==> src/dcache_pkg.sv <==
package dcache_pkg;

    localparam int ADDR_W          = 32;
    localparam int DATA_W          = 32;
    localparam int WORDS_PER_BLOCK = 8;
    localparam int NUM_SETS        = 64;
    localparam int NUM_WAYS        = 2;

    localparam int BYTE_OFF_W = 2;
    localparam int STRB_W     = DATA_W / 8;
    localparam int OFFSET_W   = $clog2(WORDS_PER_BLOCK);
    localparam int INDEX_W    = $clog2(NUM_SETS);
    localparam int TAG_W      = ADDR_W - INDEX_W - OFFSET_W - BYTE_OFF_W;

    typedef logic [ADDR_W-1:0]           addr_t;
    typedef logic [DATA_W-1:0]           data_t;
    typedef logic [STRB_W-1:0]           strb_t;
    typedef logic [TAG_W-1:0]            tag_t;
    typedef logic [INDEX_W-1:0]          index_t;
    typedef logic [OFFSET_W-1:0]         word_sel_t;
    typedef logic [$clog2(NUM_WAYS)-1:0] way_t;

    // address fields, top to bottom: tag, index, word, byte
    function automatic tag_t addr_tag(addr_t addr);
        return addr[ADDR_W-1 -: TAG_W];
    endfunction

    function automatic index_t addr_index(addr_t addr);
        return addr[BYTE_OFF_W + OFFSET_W +: INDEX_W];
    endfunction

    function automatic word_sel_t addr_word(addr_t addr);
        return addr[BYTE_OFF_W +: OFFSET_W];
    endfunction

    function automatic addr_t block_addr(tag_t tag, index_t index);
        return {tag, index, {(OFFSET_W + BYTE_OFF_W){1'b0}}};
    endfunction

endpackage

==> src/beat_counter.sv <==
`timescale 1ns/1ps

module beat_counter #(
    parameter int BEATS = 8
) (
    input  logic                  clk,
    input  logic                  rst,
    input  logic                  start,
    input  logic                  step,
    output dcache_pkg::word_sel_t count,
    output logic                  last
);
    import dcache_pkg::*;

    localparam word_sel_t LAST_BEAT = word_sel_t'(BEATS - 1);

    always_ff @(posedge clk) begin
        if (rst) begin
            count <= '0;
        end else if (start) begin
            count <= '0;
        end else if (step) begin
            if (count == LAST_BEAT) begin
                count <= '0;
            end else begin
                count <= count + 1'b1;
            end
        end
    end

    assign last = (count == LAST_BEAT);

endmodule

==> config.mk <==
export PLATFORM = sky130hd
export DESIGN_NAME = beat_counter
export DESIGN_NICKNAME = d
export VERILOG_FILES = /design/src/dcache_pkg.sv /design/src/beat_counter.sv
export SDC_FILE = /design/constraint.sdc
export NUM_CORES = 1
export LEC_CHECK = 0
export ABC_AREA = 0
export BUFFER_PORTS_ARGS = -buffer_cell sky130_fd_sc_hd__buf_2
export CAP_MARGIN = 0
export CORE_AREA = 4 4 41 43
export DETAILED_ROUTE_END_ITERATION = 7
export DIE_AREA = 0 0 45 47
export MAX_ROUTING_LAYER = met4
export PLACE_DENSITY = 0.34
export SETUP_SLACK_MARGIN = 0.02
export SLEW_MARGIN = 30
export SYNTH_ARGS = -nofsm -noshare
export SYNTH_HDL_FRONTEND = slang
export SYNTH_SLANG_ARGS = --single-unit
==> constraint.sdc <==
create_clock -name clk -period 1.8 [get_ports clk]
set_clock_uncertainty 0.05 [all_clocks]
set_input_delay 0.18 -clock clk [delete_from_list [all_inputs] [get_ports clk]]
set_output_delay 0.18 -clock clk [all_outputs]
set_load 0.005 [all_outputs]
==> metrics.md, run 1 <==
| Metric | Value |
|---|---|
| Final WL | `296 um` |
| Power density cells | `884 nW/um^2` |
| Post-Route Utilization | `0.171` |
| Routed len/inst | `7.79 um` |
| Final WS setup | `0.440 ns` |
| Hold buffers post-CTS | `0` |
| Core box area | `1300 um^2` |
| N_diodes | `0` |
| Crit-path cells | `ha_1 -> ha_1 -> or3b_1 -> a211oi_2` |
| Mapped Cells | `12` |
| Port Buf Inserts | `7` |
| Vias per inst | `3.61` |
| Status | `finished, final reports clean` |
| TritonCTS Buffers | `3` |
| Setup Buffers After CTS | `0` |
| Worst slew pin tran | `0.123 ns` |
| Minimum clock period | `1.36 ns` |
| Asr flop ratio synth | `0` |
| Initial Util | `0.110` |
| Non-Filler Instances | `38` |
| Worst Hold Depth | `2` |
| Most flop-heavy register | `count` |
| Largest net degree at the start of global routing | `5` |
| FF-to-FF path depth | `4` |
| Crit path top cell by count | `ha_1` |
| Total chip power | `0.197 mW` |
| Max Clk Rate | `735 MHz` |
| Vias | `137` |
| Vias in the first global route | `149` |
| Fin. Hold Viols | `0` |
| Clock slew at reported path FFs | `0.03 ns` |
| Relative slew slack | `0.916` |
| Post-cts resize count | `0` |
| Worst-Skew Late Latency | `0.23 ns` |
| CP arrival | `1.46 ns` |
| Worst Path Max Fanout | `4` |
| Seq/Total Area, Yosys | `0.421` |
| CTS Sinks | `3` |
| RSZ-0062 raised after global routing | `no` |
| Required @ worst endpoint | `1.90 ns` |
| Max VDD drop | `0.305 mV` |
| Max H-tree Level | `1` |
| Area contributors post-synth | `dfxtp_1, ha_1, mux2i_1` |
| GRT Total Usage | `0.0415` |
| Final #Nets | `30` |
| Full die area | `2120 um^2` |
| Post-DP Area | `196 um^2` |
| Post-synth top area share | `0.421` |
| Met2 wire len | `117 um` |
| Most numerous cell in the Yosys netlist | `dfxtp_1` |
| Post-synth EDFFs | `0` |
| Hold WC Path Type | `primary input to flop` |
| Type of origin of the critical path | `flop` |
| Layout cells sized above 1 | `0.478` |
| Max Cap Viol | `0` |
| # setup viols final | `0` |
| Aggregate global routing overflow | `0` |
| CP Capture Type | `flop` |
| Drt pass-1 iters | `2` |
| Place WS | `0.429 ns` |
| Metal-1 WL | `143 um` |
| FF/Latch Area | `60.1 um^2` |
| Worst path slowest cell | `or3b_1` |
| CTS Root Cell | `clkbuf_4` |
| Io pins | `8` |
| Largest stage delay, worst path | `0.36 ns` |
| Leakage power figure | `0.115 nW` |
| Post-route DRC violation count | `0` |
| Fill count | `157` |
| Setup tns final | `0 ns` |
| Final Max Slew Viols | `0` |
| WL met3 | `13 um` |
| Final Cycle Share | `0.756` |
| Synthesized cell area | `143 um^2` |
| Post-synth top cells | `dfxtp_1, ha_1, mux2i_1, nor3_1` |
| Die Wd | `45 um` |
| Worst hold slack | `0.0876 ns` |
| WS Path Type | `flop to flop` |
| Main synth FF type | `dfxtp_1` |
| Die Y | `47 um` |
| Maximum clock insertion buffer count | `2` |
| Post-Syn Nets | `18` |
| Multi-input logic area | `82.6 um^2` |
| Largest registers | `count (3)` |
| Synth warn | `0` |
| Leading area contributor after synthesis | `dfxtp_1` |
| Antenna violations before repair | `0` |
| Post-route ant nets | `0` |
| Area growth syn-to-layout | `56.1%` |
| CTS tree | `yes` |
| Uppermost layer routed | `met4` |
| Final Instance Area | `223 um^2` |
| Avg Inst Size Synth | `11.9 um^2` |
| Iter 0 DRT Violations | `1` |
| Synth Register Bits | `3` |
| Row count | `13` |
| Placer congestion estimate | `0.671` |
| Distinct cells, synth | `7` |
| Max reg flops | `3` |
| Placed Cells | `34` |
| First-pass GRT wire length | `510 um` |
[cell type report]
type | count | area share
clock buffers | 4 | 0.118
multi-input cells | 9 | 0.371
flip-flops and latches | 3 | 0.270
well taps | 15 | 0.0843
repair buffers | 7 | 0.157
[where the power goes]
part / internal [mW] / switching [mW] / total, mW
clock: 0.0828 / 0.0318 / 0.115
sequential: 0.0683 / 0.00113 / 0.0695
combinational: 0.00703 / 0.00584 / 0.0129
total: 0.158 / 0.0388 / 0.197
[routing by layer]
metal,GRT usage,vias to the layer above
met5,-,-
li1,-,67
met4,0.0877,0
met2,0.0480,8
met1,0.0361,60
met3,0.0115,2
[final timing paths]
| check | start | slack (ns) | endpoint |
|---|---|---|---|
| min reg2reg | count[0] | 0.46 | count[0] |
| min | rst | 0.09 | count[0] |
| max reg2reg | count[0] | 0.44 | count[0] |
| max | count[0] | 0.44 | count[0] |
[cells in the final DEF (no fill, tap or decap)]
master | netlist | layout
clkbuf_1 | 0 | 1
mux2i_1 | 2 | 2
clkbuf_4 | 0 | 3
nand2b_1 | 1 | 1
buf_2 | 0 | 7
a211oi_2 | 1 | 1
or3b_1 | 1 | 1
nor3_1 | 2 | 2
ha_1 | 2 | 2
dfxtp_1 | 3 | 3
[kinds of logic (layout without fill, tap and decap cells)]
logic type,count (synthesis),in the layout,share of synthesized area
simple gates,4,4,0.175
flops,3,3,0.421
compound gates,1,1,0.0877
mux,2,2,0.140
buf+inv,0,11,0
fa+ha+maj,2,2,0.175
[worst max-delay path, delay by kind of cell (launching register included)]
kind	cells	cell delay [ns]
compound gates	1	0.17
fa+ha+maj	2	0.38
flops	1	0.32
simple gates	1	0.36
(Power assumes the default switching activity.)
==> run 2, diff against run 1 <==
PLACE_DENSITY = 0.35   (was 0.34)
clock period = 1.2 ns   (was 1.8 ns; I/O delays follow)
==> metrics.md, run 2 (same netlist as run 1, synthesis figures left out) <==
| Metric | Value |
|---|---|
| Worst slew pin tran | `0.118 ns (was 0.123 ns)` |
| Area growth syn-to-layout | `86.0% (was 56.1%)` |
| Worst setup path start | `count[0] (unchanged)` |
| Antenna violations before repair | `0 (unchanged)` |
| Max Cap Viol | `0 (unchanged)` |
| Iter 0 DRT Violations | `1 (unchanged)` |
| Post-route DRC violation count | `0 (unchanged)` |
| Leakage power figure | `0.121 nW (was 0.115 nW)` |
| CTS Sinks | `3 (unchanged)` |
| GRT Total Usage | `0.0521 (was 0.0415)` |
| Placer congestion estimate | `0.679 (was 0.671)` |
| Port Buf Inserts | `7 (unchanged)` |
| Violated checks | `negative setup slack` |
| Core box area | `1300 um^2 (unchanged)` |
| Type of origin of the critical path | `flop (unchanged)` |
| Final #Nets | `32 (was 30)` |
| CTS tree | `yes (unchanged)` |
| Largest net degree at the start of global routing | `5 (unchanged)` |
| Routed len/inst | `8.33 um (was 7.79 um)` |
| Max reg flops | `3 (unchanged)` |
| Io pins | `8 (unchanged)` |
| Fin. Hold Viols | `0 (unchanged)` |
| First-pass GRT wire length | `669 um (was 510 um)` |
| Worst Path Max Fanout | `2 (was 4)` |
| R2r setup slk | `-0.1 ns (was 0.44 ns)` |
| Final Max Slew Viols | `0 (unchanged)` |
| Hold WC Path Type | `primary input to flop (unchanged)` |
| Die Wd | `45 um (unchanged)` |
| TritonCTS Buffers | `3 (unchanged)` |
| WS Path Type | `flop to flop (unchanged)` |
| R2r endpoint | `count[0] (unchanged)` |
| Max Clk Rate | `772 MHz (was 735 MHz)` |
| Initial Util | `0.110 (unchanged)` |
| CP arrival | `1.39 ns (was 1.46 ns)` |
| Max H-tree Level | `1 (unchanged)` |
| Final WL | `333 um (was 296 um)` |
| Vias per inst | `3.40 (was 3.61)` |
| Layout cells sized above 1 | `0.680 (was 0.478)` |
| Power density cells | `1140 nW/um^2 (was 884 nW/um^2)` |
| Post-route ant nets | `0 (unchanged)` |
| Worst hold slack | `0.0290 ns (was 0.0876 ns)` |
| Row count | `13 (unchanged)` |
| Clock slew at reported path FFs | `0.04 ns (was 0.03 ns)` |
| CTS Root Cell | `clkbuf_4 (unchanged)` |
| Most flop-heavy register | `count (unchanged)` |
| N_diodes | `0 (unchanged)` |
| Minimum clock period | `1.30 ns (was 1.36 ns)` |
| CP Capture Type | `flop (unchanged)` |
| Relative slew slack | `0.919 (was 0.916)` |
| Commonest non-fill, non-tap cells in the layout | `buf_2, clkbuf_4 (was buf_2, clkbuf_4, dfxtp_1)` |
| # setup viols final | `1 (was 0)` |
| Die Y | `47 um (unchanged)` |
| Aggregate global routing overflow | `0 (unchanged)` |
| Setup Buffers After CTS | `0 (unchanged)` |
| Full die area | `2120 um^2 (unchanged)` |
| Drt pass-1 iters | `2 (unchanged)` |
| Final Cycle Share | `1.08 (was 0.756)` |
| Maximum clock insertion buffer count | `2 (unchanged)` |
| Vias | `136 (was 137)` |
| Critical Path Sink | `count[0] (unchanged)` |
| RSZ-0062 raised after global routing | `yes (was no)` |
| Worst-Skew Late Latency | `0.23 ns (about the same)` |
| Most common cell after layout, fill and taps aside | `buf_2 (unchanged)` |
| Required @ worst endpoint | `1.29 ns (was 1.90 ns)` |
| Largest registers | `count (3) (unchanged)` |
| Final WS setup | `-0.0954 ns (was 0.440 ns)` |
| FF-to-FF path depth | `4 (unchanged)` |
| Status | `finished, violations left (was finished, final reports clean)` |
| Max VDD drop | `0.441 mV (was 0.305 mV)` |
| Total chip power | `0.302 mW (was 0.197 mW)` |
| FF-to-FF Start | `count[0] (unchanged)` |
| Vias in the first global route | `170 (was 149)` |
## run 2: cell types whose count changed in the layout (fill, tap and decap cells not counted), sizes merged
cell / previous run / this run
buf: 7 / 9
## run 2: metrics by stage
stage	instance area [um^2]	util	TNS (ns)	instances	setup WS, ns
after global routing	265	0.204	-0.131	40	-0.131
after CTS	265	0.204	-0.136	40	-0.136
after detailed placement	218	0.167	-0.135	36	-0.135
after global placement	218	0.167	-0.128	36	-0.128
final	265	0.204	-0.0954	40	-0.0954
after floorplan	149	-	-0.127	12	-0.127
## run 2: critical path, stage by stage, from the launching register on
cell and delay, ns:
dfxtp_2 0.32, ha_4 0.16, ha_4 0.14, or3b_1 0.35
a211oi_2 0.18
## run 2: how the worst min path moves through the flow
| stage | start | to | slack [ns] | cells after the start |
|---|---|---|---|---|
| floorplan | rst | count[0] | 0.13 | 1 |
| global placement | rst | count[0] | 0.27 | 2 |
| detailed placement | rst | count[0] | 0.27 | 2 |
| CTS | rst | count[0] | 0.02 | 2 |
| global route | rst | count[0] | 0.02 | 2 |
| finish | rst | count[0] | 0.03 | 2 |
## run 2: metal layers
layer / share of wire / track usage / vias up
li1: - / - / 70
met1: 0.41 / 0.0475 / 61
met2: 0.49 / 0.0565 / 5
met3: 0.096 / 0.0307 / 0
met4: 0 / 0.0877 / 0
met5: 0 / - / -
## run 2: what timing repair did
item                                    CTS  global route
cloned                                    0             0
resized for setup                         3             0
hold buffers                              0             0
pin swaps                                 2             1
endpoints found under the setup margin    2             2
## run 2: cell type report
type	count	area, um^2
fillers	149	1040
multi-input cells	9	108
flip-flops and latches	3	62.6
repair buffers	9	50.0
clock buffers	4	26.3
well taps	15	18.8
## run 2: power breakdown
group / leakage (nW) / total [mW] / internal [mW] / switching (mW)
registers: 0.0252 / 0.105 / 0.103 / 0.00211
logic: 0.0808 / 0.0235 / 0.0134 / 0.0101
clock network: 0.0150 / 0.174 / 0.124 / 0.0495
total: 0.121 / 0.302 / 0.241 / 0.0617
