File: src/dcache_ctrl_pkg.sv
package dcache_ctrl_pkg;

    // controller states
    typedef enum logic [2:0] {
        IDLE      = 3'd0,
        LOOKUP    = 3'd1,
        WB_CMD    = 3'd2,
        WB_DATA   = 3'd3,
        FILL_CMD  = 3'd4,
        FILL_DATA = 3'd5,
        RELOOK    = 3'd6,
        RESP      = 3'd7
    } ctrl_state_t;

    // memory command kind
    typedef enum logic {
        MEM_READ  = 1'b0,
        MEM_WRITE = 1'b1
    } mem_op_t;

endpackage

File: src/dcache_pkg.sv
package dcache_pkg;

    localparam int ADDR_W          = 32;
    localparam int DATA_W          = 32;
    localparam int WORDS_PER_BLOCK = 8;
    localparam int NUM_SETS        = 64;
    localparam int NUM_WAYS        = 2;

    localparam int BYTE_OFF_W = 2;
    localparam int STRB_W     = DATA_W / 8;
    localparam int OFFSET_W   = $clog2(WORDS_PER_BLOCK);
    localparam int INDEX_W    = $clog2(NUM_SETS);
    localparam int TAG_W      = ADDR_W - INDEX_W - OFFSET_W - BYTE_OFF_W;

    typedef logic [ADDR_W-1:0]           addr_t;
    typedef logic [DATA_W-1:0]           data_t;
    typedef logic [STRB_W-1:0]           strb_t;
    typedef logic [TAG_W-1:0]            tag_t;
    typedef logic [INDEX_W-1:0]          index_t;
    typedef logic [OFFSET_W-1:0]         word_sel_t;
    typedef logic [$clog2(NUM_WAYS)-1:0] way_t;

    // address fields, top to bottom: tag, index, word, byte
    function automatic tag_t addr_tag(addr_t addr);
        return addr[ADDR_W-1 -: TAG_W];
    endfunction

    function automatic index_t addr_index(addr_t addr);
        return addr[BYTE_OFF_W + OFFSET_W +: INDEX_W];
    endfunction

    function automatic word_sel_t addr_word(addr_t addr);
        return addr[BYTE_OFF_W +: OFFSET_W];
    endfunction

    function automatic addr_t block_addr(tag_t tag, index_t index);
        return {tag, index, {(OFFSET_W + BYTE_OFF_W){1'b0}}};
    endfunction

endpackage

File: src/dcache_ctrl.sv
`timescale 1ns/1ps

module dcache_ctrl (
    input  logic                     clk,
    input  logic                     rst,
    input  logic                     req_valid,
    output logic                     req_ready,
    input  logic                     req_write,
    input  dcache_pkg::addr_t        req_addr,
    input  dcache_pkg::data_t        req_wdata,
    input  dcache_pkg::strb_t        req_wstrb,
    output logic                     resp_valid,
    output dcache_pkg::data_t        resp_rdata,
    output logic                     mem_cmd_valid,
    input  logic                     mem_cmd_ready,
    output dcache_ctrl_pkg::mem_op_t mem_cmd_op,
    output dcache_pkg::addr_t        mem_cmd_addr,
    output logic                     mem_wvalid,
    input  logic                     mem_wready,
    output dcache_pkg::data_t        mem_wdata,
    input  logic                     mem_rvalid,
    input  dcache_pkg::data_t        mem_rdata,
    output dcache_pkg::index_t       rd_index,
    output dcache_pkg::word_sel_t    rd_word,
    output dcache_pkg::tag_t         cmp_tag,
    input  logic                     hit,
    input  dcache_pkg::way_t         victim_way,
    input  logic                     victim_dirty,
    input  dcache_pkg::tag_t         victim_tag,
    input  dcache_pkg::data_t        rdata,
    input  dcache_pkg::data_t        victim_rdata,
    output logic                     fill_we,
    output dcache_pkg::way_t         fill_way,
    output dcache_pkg::tag_t         fill_tag,
    output dcache_pkg::word_sel_t    fill_word,
    output dcache_pkg::data_t        fill_data,
    output logic                     store_we,
    output dcache_pkg::strb_t        store_wstrb,
    output dcache_pkg::data_t        store_data,
    output logic                     touch,
    input  dcache_pkg::word_sel_t    count,
    input  logic                     last,
    output logic                     cnt_start,
    output logic                     cnt_step
);
    import dcache_pkg::*;
    import dcache_ctrl_pkg::*;

    ctrl_state_t state;
    ctrl_state_t state_next;
    logic        wbeat_fire;
    word_sel_t   wb_word;
    logic        write_q;
    tag_t        tag_q;
    index_t      index_q;
    word_sel_t   word_q;
    data_t       wdata_q;
    strb_t       wstrb_q;
    way_t        vic_way_q;
    tag_t        vic_tag_q;

    assign wbeat_fire = mem_wvalid && mem_wready;

    always_comb begin
        state_next = state;
        case (state)
            IDLE:      if (req_valid) state_next = LOOKUP;
            LOOKUP: begin
                if (hit) begin
                    state_next = RESP;
                end else if (victim_dirty) begin
                    state_next = WB_CMD;
                end else begin
                    state_next = FILL_CMD;
                end
            end
            WB_CMD:    if (mem_cmd_ready) state_next = WB_DATA;
            WB_DATA:   if (wbeat_fire && last) state_next = FILL_CMD;
            FILL_CMD:  if (mem_cmd_ready) state_next = FILL_DATA;
            FILL_DATA: if (mem_rvalid && last) state_next = RELOOK;
            RELOOK:    state_next = RESP;
            RESP:      state_next = IDLE;
            default:   state_next = IDLE;
        endcase
    end

    always_ff @(posedge clk) begin
        if (rst) begin
            state <= IDLE;
        end else begin
            state <= state_next;
        end
    end

    always_ff @(posedge clk) begin
        if (req_valid && req_ready) begin
            write_q <= req_write;
            tag_q   <= addr_tag(req_addr);
            index_q <= addr_index(req_addr);
            word_q  <= addr_word(req_addr);
            wdata_q <= req_wdata;
            wstrb_q <= req_wstrb;
        end
        if (state == LOOKUP) begin
            vic_way_q <= victim_way;
            vic_tag_q <= victim_tag;
        end
    end

    // next word is fetched on the accepting beat
    assign wb_word = wbeat_fire ? word_sel_t'(count + 1'b1) : count;

    always_comb begin
        if (state == IDLE) begin
            rd_index = addr_index(req_addr);
            rd_word  = addr_word(req_addr);
        end else if (state == WB_CMD || state == WB_DATA) begin
            rd_index = index_q;
            rd_word  = wb_word;
        end else begin
            rd_index = index_q;
            rd_word  = word_q;
        end
    end

    assign cmp_tag = tag_q;

    assign req_ready  = (state == IDLE);
    assign resp_valid = (state == RESP);
    assign resp_rdata = rdata;

    assign mem_cmd_valid = (state == WB_CMD) || (state == FILL_CMD);
    assign mem_cmd_op    = (state == WB_CMD) ? MEM_WRITE : MEM_READ;
    assign mem_cmd_addr  = (state == WB_CMD) ? block_addr(vic_tag_q, index_q)
                                             : block_addr(tag_q, index_q);
    assign mem_wvalid    = (state == WB_DATA);
    assign mem_wdata     = victim_rdata;

    assign cnt_start = (state == LOOKUP && !hit) || (wbeat_fire && last);
    assign cnt_step  = wbeat_fire || (state == FILL_DATA && mem_rvalid);

    // refill goes into the way chosen at lookup
    assign fill_we   = (state == FILL_DATA) && mem_rvalid;
    assign fill_way  = vic_way_q;
    assign fill_tag  = tag_q;
    assign fill_word = count;
    assign fill_data = mem_rdata;

    assign store_we    = (state == RESP) && write_q;
    assign store_wstrb = wstrb_q;
    assign store_data  = wdata_q;
    assign touch       = (state == RESP);

endmodule

File: config.mk
export PLATFORM = sky130hd
export DESIGN_NAME = dcache_ctrl
export DESIGN_NICKNAME = d
export VERILOG_FILES = /design/src/dcache_ctrl_pkg.sv /design/src/dcache_pkg.sv /design/src/dcache_ctrl.sv
export SDC_FILE = /design/constraint.sdc
export NUM_CORES = 1
export LEC_CHECK = 0
export BUFFER_PORTS_ARGS = -buffer_cell sky130_fd_sc_hd__buf_2
export CAP_MARGIN = 20
export CORE_AREA = 2 2 165 167
export CTS_BUF_LIST = sky130_fd_sc_hd__clkbuf_2 sky130_fd_sc_hd__clkbuf_4 sky130_fd_sc_hd__clkbuf_8
export CTS_CLUSTER_SIZE = 12
export DETAILED_ROUTE_END_ITERATION = 16
export DIE_AREA = 0 0 167 169
export PLACE_DENSITY_LB_ADDON = 0.3
export SYNTH_ARGS = -nofsm -noshare
export SYNTH_HDL_FRONTEND = slang
export SYNTH_SLANG_ARGS = --single-unit
File: constraint.sdc
create_clock -name clk -period 3.04 [get_ports clk]
set_input_delay 0.608 -clock clk [delete_from_list [all_inputs] [get_ports clk]]
set_output_delay 0.608 -clock clk [all_outputs]
set_load 0.005 [all_outputs]
==> impl_results.md, run 1 <==
- WP data required: between 2 and 2.5 ns
- Post-synthesis compound-gate area fraction: between 3 and 4%
- First-pass DRT Iterations: 4
- Cells after synthesis: approximately 310
- DIE AREA: around 28000 um2
- Worst setup SP type: flop
- Final TNS setup: 0 ns
- Min Tclk post-route: 2.66 ns
- Core area: 26500 um2
- Clk sinks: just over 90
- Initial antenna violation count: 2
- Critical path, cell by cell: nand2b_1, nor2_2, buf_4, mux2_2, buf_2
- Initial Utilization: between 10% and 20%
- Hold Vio Cnt, Final: 0
- Grt peak-use layer: met2
- CTS tree: done
- Final setup vio count: 0
- Period utilization: just under 90%
- Synth cell types: 32
- Pint: 2.85 mW
- CTS Root Buffer Type: clkbuf_8
- Relative slew margins: 63.0%
- Sequential power share: roughly 45%
- Max incr delay on CP: 0.46 ns
- Synth area leader: edfxtp_1
- Worst slew pin tran: 0.554 ns
- Peak supply drop: slightly above 0.3 mV
- Min-delay src: req_wdata[12]
- Clock share of power: 20.5%
- FF+latch count, synth: 92
- Post-CTS sizing: 0
- CTS buffer count: 9
- Via count: 2677
- Area share of and/or/nand/nor cells after synthesis: approximately 3.2%
- Remaining antenna violation count: 0
- Commonest non-fill, non-tap cell in the layout: buf_2
- Cell Area, Synth: roughly 4400 um2
- Hold slack: roughly 0.41 ns
- Largest net degree at the start of global routing: 27
- Grt met2 use: between 10% and 20%
- Fraction of synthesized area in multiplexers: about 7.5%
- Clk_lat worst skew: roughly 0.36 ns
- Maximum clock frequency: about 380 MHz
- Pwr Total: around 4.3 mW
- # DRC: 0
- DR WL/cell: approximately 19 um
- Clk_skew: about 0.0095 ns
- Iteration-0 DRC Markers: 81
- Reg2reg start: state[0]
- I/O pin count: 428
- Max-cap violations: 0
- Outcome: complete, no violations
- Mean Syn Cell Area: 14.1 um2
- Pwr per Cell Area: a little over 800 nW/um2
- Ratio of cells with drive above 1 in the final layout: 65.4%
- Met1 usage: approximately 7.8%
- Crit path arrival time: between 2 and 2.5 ns
- Top delay family on crit path: flip-flops
- Largest family of logic cells by synthesized area: buffers and inverters
- Grt total ovfl: 0
- Ranking of synthesized cells by area: edfxtp_1 61%, buf_4 22%, mux2_2 6.9%, dfxtp_1 1.4%, nor3_1 0.69%
- Vias in the first global route: roughly 2900
- Synth top area share: 61.0%
- Comb pwr share: around a third
- Sw Ratio: between 30% and 40%
- GR met3 Demand/Resource: roughly 7.5%
- Die boundary width: approximately 170 um
- Setup repair after global routing missed its margin: false
- CP Max Fanout: 22
- Slowest cell on crit path: dfxtp_1
- Post-synthesis xor/xnor area fraction: less than 1%
- Max-slew violation count: 0
- DP HPWL: around 12000 um
- Adder-cell share of the synthesized area: 0.286%
- Most frequent cells in the layout: 228 x buf_2, 89 x edfxtp_1, 27 x mux2_2
- Clock tree buffer depth: 2
- Register area share after synthesis: 62.4%
- Post-synth EDFFs: slightly below 90
- Hold_buf cts: 0
- Synth-to-Final Area Change: 20.1%
- First-pass GRT wire length: between 20000 and 25000 um
- Fillers: about 2900
- Setup crit start: state[2]
- GRT Util Overall: about 10%
- Routed WL: 14900 um
- Crit end category: output port
- Final Wtd Congestion: between 0.7 and 0.8
- Leak: around 2.2 nW
- Post-CTS setup buffers: 0
- Via-per-instance ratio: approximately 3.5
- WP buf/inv: 2
- WS Path Type: flop to output port
- Clk pin slew, worst setup/hold paths: ~0.10 ns
- Chip height: roughly 170 um
- FP Rows: 60
- PortBufs: 228
- Ys async rst share: 0%
- Psw: 1.41 mW
- Nets: approximately 630
- Hold WC Path Type: input pin to flop
- Synthesis Warnings: 0
- CTS H-tree depth: 3
- Top_reg_cell synth: edfxtp_1
==> synthesized netlist by cell type (all sizes together) (3+ instances only) <==
cell type / number
buf: 132
edfxtp: 89
mux2: 28
nand2: 6
nor3: 6
nor2: 5
o21ai: 5
a21oi: 4
a31oi: 4
inv: 4
nand3: 4
dfxtp: 3
==> sequential cells by signal, summed over array words and instances, names as in the netlist <==
register,cells
fill_way,1
index_q,6
store_data,32
cmp_tag,21
state,3
vic_tag_q,21
store_wstrb,4
word_q,3
write_q,1
==> stage by stage <==
step	setup WS, ns	instance area (um2)	std cells	util (%)
3_3_place_gp	0.680	5050	758	19.1
3_5_place_dp	0.691	5050	758	19.1
4_1_cts	0.251	5260	774	19.8
2_1_floorplan	0.543	4390	315	-
5_1_grt	0.152	5260	774	19.8
6_report	0.375	5260	775	19.8
==> cells by family (layout without fill, tap and decap cells) <==
logic type,Yosys count,after routing
XOR/XNOR,2,2
AO/OA/AOI/OAI,21,21
buffers and inverters,137,255
adder cells (fa/ha/maj),1,1
other,1,6
flip-flops,92,92
AND/OR/NAND/NOR,28,28
multiplexers,29,29
==> path summary, 6_finish.rpt <==
check	end	slack [ns]	depth (start not counted)
setup / recovery	mem_cmd_addr[13]	0.38	5
hold / removal	store_data[12]	0.41	1
setup reg to reg	store_data[5]	0.99	4
hold reg to reg	state[1]	0.78	3
==> metal layers <==
| metal | up-vias | share of wire, % |
|---|---|---|
| met4 | 2 | 3.4 |
| li1 | 1203 | - |
| met3 | 45 | 17 |
| met5 | - | 0.11 |
| met2 | 235 | 53 |
| met1 | 1192 | 26 |
==> area by class of cell <==
type	count	area, um2	area share, %
diodes	1	2.50	0.0476
clock buffers	9	124	2.35
clock inverters	7	80.1	1.52
inverters	4	15.0	0.285
multi-input cells	86	673	12.8
flip-flops and latches	92	2730	52.0
well taps	341	427	8.11
repair buffers	235	1210	22.9
==> power groups by stage <==
stage               Combinational (mW)  Sequential, mW  Clock [mW]
floorplan                        0.897            1.95           0
global placement                  1.54            1.96           0
detailed placement                1.52            1.97           0
CTS                               1.53            1.94       0.925
global route                      1.63            1.98       0.966
finish                            1.46            1.93       0.872
No activity file was read; power rests on OpenSTA's default activity.
==> inputs of run 2 (changes only) <==
Settings changed: ABC_AREA set to 1, CORE_AREA 2 2 165 167 to 2 2 167 169, DIE_AREA 0 0 167 169 to 0 0 169 171.
==> impl_results.md, run 2 <==
- WP buf/inv: 3 (+1)
- CP Max Fanout: 14 (-36%)
- Sw Ratio: 37.2% (+4.2 points)
- CTS H-tree depth: 3 (unchanged)
- Worst setup SP type: flop
- Pwr per Cell Area: 785 nW/um2 (-3.1%)
- Metal2 WL: 7690 um (-3.3%)
- I/O pin count: 428 (unchanged)
- Via-per-instance ratio: 3.45 (-0.16%)
- Comb pwr share: 34.5% (+0.3 points)
- Initial Utilization: 16.3% (-0.18 points)
- Register area share after synthesis: 61.2% (-1.2 points)
- Post-CTS setup buffers: 0 (unchanged)
- Max-cap violations: 0 (unchanged)
- Grt total ovfl: 0 (unchanged)
- Met3 WL post-DR: 2100 um (-16%)
- Uppermost layer routed: met5
- Hold EP: store_data[11]
- Clk_lat worst skew: 0.38 ns (+0.02 ns)
- Reg2Reg Setup Slack: 0.98 ns (about the same)
- Hold Vio Cnt, Final: 0 (unchanged)
- Worst slew pin tran: 0.560 ns (+0.00550 ns)
- Post-synth EDFFs: 89 (unchanged)
- Wl on met1: 5040 um (+27%)
- Synth area leader: edfxtp_1
- WS Path Type: flop to output port
- Initial antenna violation count: 4 (+2)
- Psw: 1.56 mW (+11%)
- DP HPWL: 12400 um (+0.67%)
- Hold Path Cell Cnt: 1 (unchanged)
- Synth-to-Final Area Change: 19.8%
- Clock share of power: 20.3% (-0.2 points)
- Reg2reg start: state[0]
- GRT Util Overall: 10.4% (+0.20 points)
- Hold_buf cts: 0 (unchanged)
- Synthesis Warnings: 0 (unchanged)
- Leak: 2.41 nW (+12%)
- Peak supply drop: 0.313 mV (+3.4%)
- Top_reg_cell synth: edfxtp_1
- Routed WL: 15500 um (+4.1%)
- Non-Filler Cell Area, Final: 5350 um2 (+1.7%)
- Clk pin slew, worst setup/hold paths: 0.12 ns (+0.02 ns)
- Mean Syn Cell Area: 11.3 um2 (-19%)
- First-pass DRT Iterations: 4 (unchanged)
- Final setup vio count: 0 (unchanged)
- Clk_skew: 0.0124 ns (+0.00285 ns)
- DIE AREA: 28900 um2 (+2.4%)
- Relative slew margins: 62.6% (-0.37 points)
- Ys async rst share: 0% (unchanged)
- Placed Instance Area: 5150 um2 (+1.8%)
- Maximum clock frequency: 364 MHz (-3.1%)
- Max reg flops: 32 (unchanged)
- Clock tree buffer depth: 2 (unchanged)
- # DRC: 0 (unchanged)
- Max-slew violation count: 0 (unchanged)
- Outcome: complete, no violations
- Synth top area share: 59.8% (-1.2 points)
- Crit end category: output port
- Cell Area, Synth: 4470 um2 (+2.0%)
- Period utilization: 90.5% (+2.8 points)
- Nets: 712 (+13%)
- Critical path, cell by cell: inv_1, nand2_2, clkinv_1, nand2_1, o21ai_1, buf_2
- CTS Root Buffer Type: clkbuf_8
- Cells after synthesis: 394 (+27%)
- Pint: 2.64 mW (-7.6%)
- Post-CTS sizing: 0 (unchanged)
- Most common cell in the netlist: buf_4
- Worst r2r dst: store_data[9]
- Commonest non-fill, non-tap cell in the layout: buf_2
- Min-delay src: req_wdata[11]
- Ranking of synthesized cells by area: edfxtp_1 60%, buf_4 22%, nand2_1 8.5%, dfxtp_1 1.3%, inv_1 1.3%
- Most frequent cells in the layout: 228 x buf_2, 101 x nand2_1, 89 x edfxtp_1
- WP data required: 2.43 ns (about the same)
- Synth cell count leaders: 129 x buf_4, 101 x nand2_1, 89 x edfxtp_1
- Top delay family on crit path: flip-flops
- Via count: 2990 (+12%)
- PortBufs: 228 (unchanged)
- Sequential power share: 45.2% (about the same)
- Final core occ: 19.6% (-0.27 points)
- FF+latch count, synth: 92 (unchanged)
- Final Wtd Congestion: 0.694 (-1.1%)
- Crit path arrival time: 2.14 ns (+0.08 ns)
- Final TNS setup: 0 ns (unchanged)
- Die boundary width: 169 um (+1.2%)
- Largest net degree at the start of global routing: 29 (+7.4%)
- Max incr delay on CP: 0.69 ns (+0.23 ns)
- Vias in the first global route: 2996 (+4.1%)
- CTS buffer count: 9 (unchanged)
- Hold WC Path Type: input pin to flop
- Setup repair after global routing missed its margin: false
- Chip height: 171 um (+1.2%)
- R2R cell count: 4 (unchanged)
- Slowest cell on crit path: dfxtp_1
- FP Rows: 61 (+1.7%)
- Synth cell types: 25 (-22%)
- Iteration-0 DRC Markers: 82 (+1.2%)
- DR WL/cell: 17.9 um (-6.9%)
- Core area: 27300 um2 (+3.1%)
- Ratio of cells with drive above 1 in the final layout: 52.6% (-13 points)
- Min Tclk post-route: 2.75 ns (+0.0854 ns)
- Remaining antenna violation count: 0 (unchanged)
- Clk sinks: 92 (unchanged)
- Fillers: 3038 (+5.6%)
- CTS tree: done
- First-pass GRT wire length: 20800 um (+3.1%)
## run 2: changes by cell type in the layout (fill, tap and decap cells not counted), sizes merged, moves of 2 or more
cell / previous run / this run
and2: 2 / 0
nand2: 6 / 105
diode: 1 / 4
a21boi: 2 / 0
nor2: 5 / 23
nor3: 6 / 1
inv: 9 / 22
a31oi: 4 / 0
mux2: 28 / 0
clkinv: 1 / 3
o21ai: 5 / 9
## run 2: metrics by stage
step	cells	setup slack (ns)	total power, mW	hold slack, ns
floorplan	398	0.0284	2.78	0.648
global placement	846	0.401	3.42	0.570
detailed placement	846	0.436	3.42	0.591
CTS	863	0.151	4.34	0.345
global route	863	0.0639	4.53	0.358
finish	867	0.290	4.20	0.385
## run 2: worst max-delay path by stage
stage	startpoint	end	slack (ns)	cells past startpoint
2_1_floorplan	state[2]	cmp_tag[0]	0.03	5
3_3_place_gp	state[2]	mem_cmd_addr[18]	0.40	7
3_5_place_dp	state[2]	mem_cmd_addr[18]	0.44	7
4_1_cts	state[0]	mem_cmd_addr[18]	0.15	5
5_1_grt	state[0]	rd_word[2]	0.06	6
6_report	state[0]	rd_word[2]	0.29	6
## run 2: kinds of logic (layout without fill, tap and decap cells)
logic type | Yosys count | in the layout | synth area share (%)
other | 1 | 9 | 0.0840
flip-flops | 92 | 92 | 61.2
AND/OR/NAND/NOR | 133 | 134 | 12.7
AO/OA/AOI/OAI | 14 | 14 | 1.63
XOR/XNOR | 1 | 1 | 0.364
adder cells (fa/ha/maj) | 1 | 1 | 0.280
buffers and inverters | 152 | 270 | 23.7
## run 2: layer usage
metal / track usage [%] / up-vias
li1: - / 1393
met1: 9.77 / 1323
met2: 17.9 / 224
met3: 5.37 / 48
met4: 6.35 / 2
met5: 0 / -
## run 2: power by group through the flow
| stage | registers [mW] | clock network, mW | logic (mW) |
|---|---|---|---|
| floorplan | 1.93 | 0 | 0.851 |
| global placement | 1.93 | 0 | 1.49 |
| detailed placement | 1.93 | 0 | 1.49 |
| CTS | 1.91 | 0.911 | 1.51 |
| global route | 1.94 | 0.937 | 1.65 |
| finish | 1.90 | 0.854 | 1.45 |
## run 2: area by class of cell
class	count	area, um2	share of cell area, %
clock inverter	7	63.8	1.19
timing repair buffer	235	1210	22.5
clock buffer	9	124	2.32
inverter	19	71.3	1.33
sequential	92	2730	51.1
tap	346	433	8.09
multi-input combinational	155	709	13.3
antenna	4	10.0	0.187
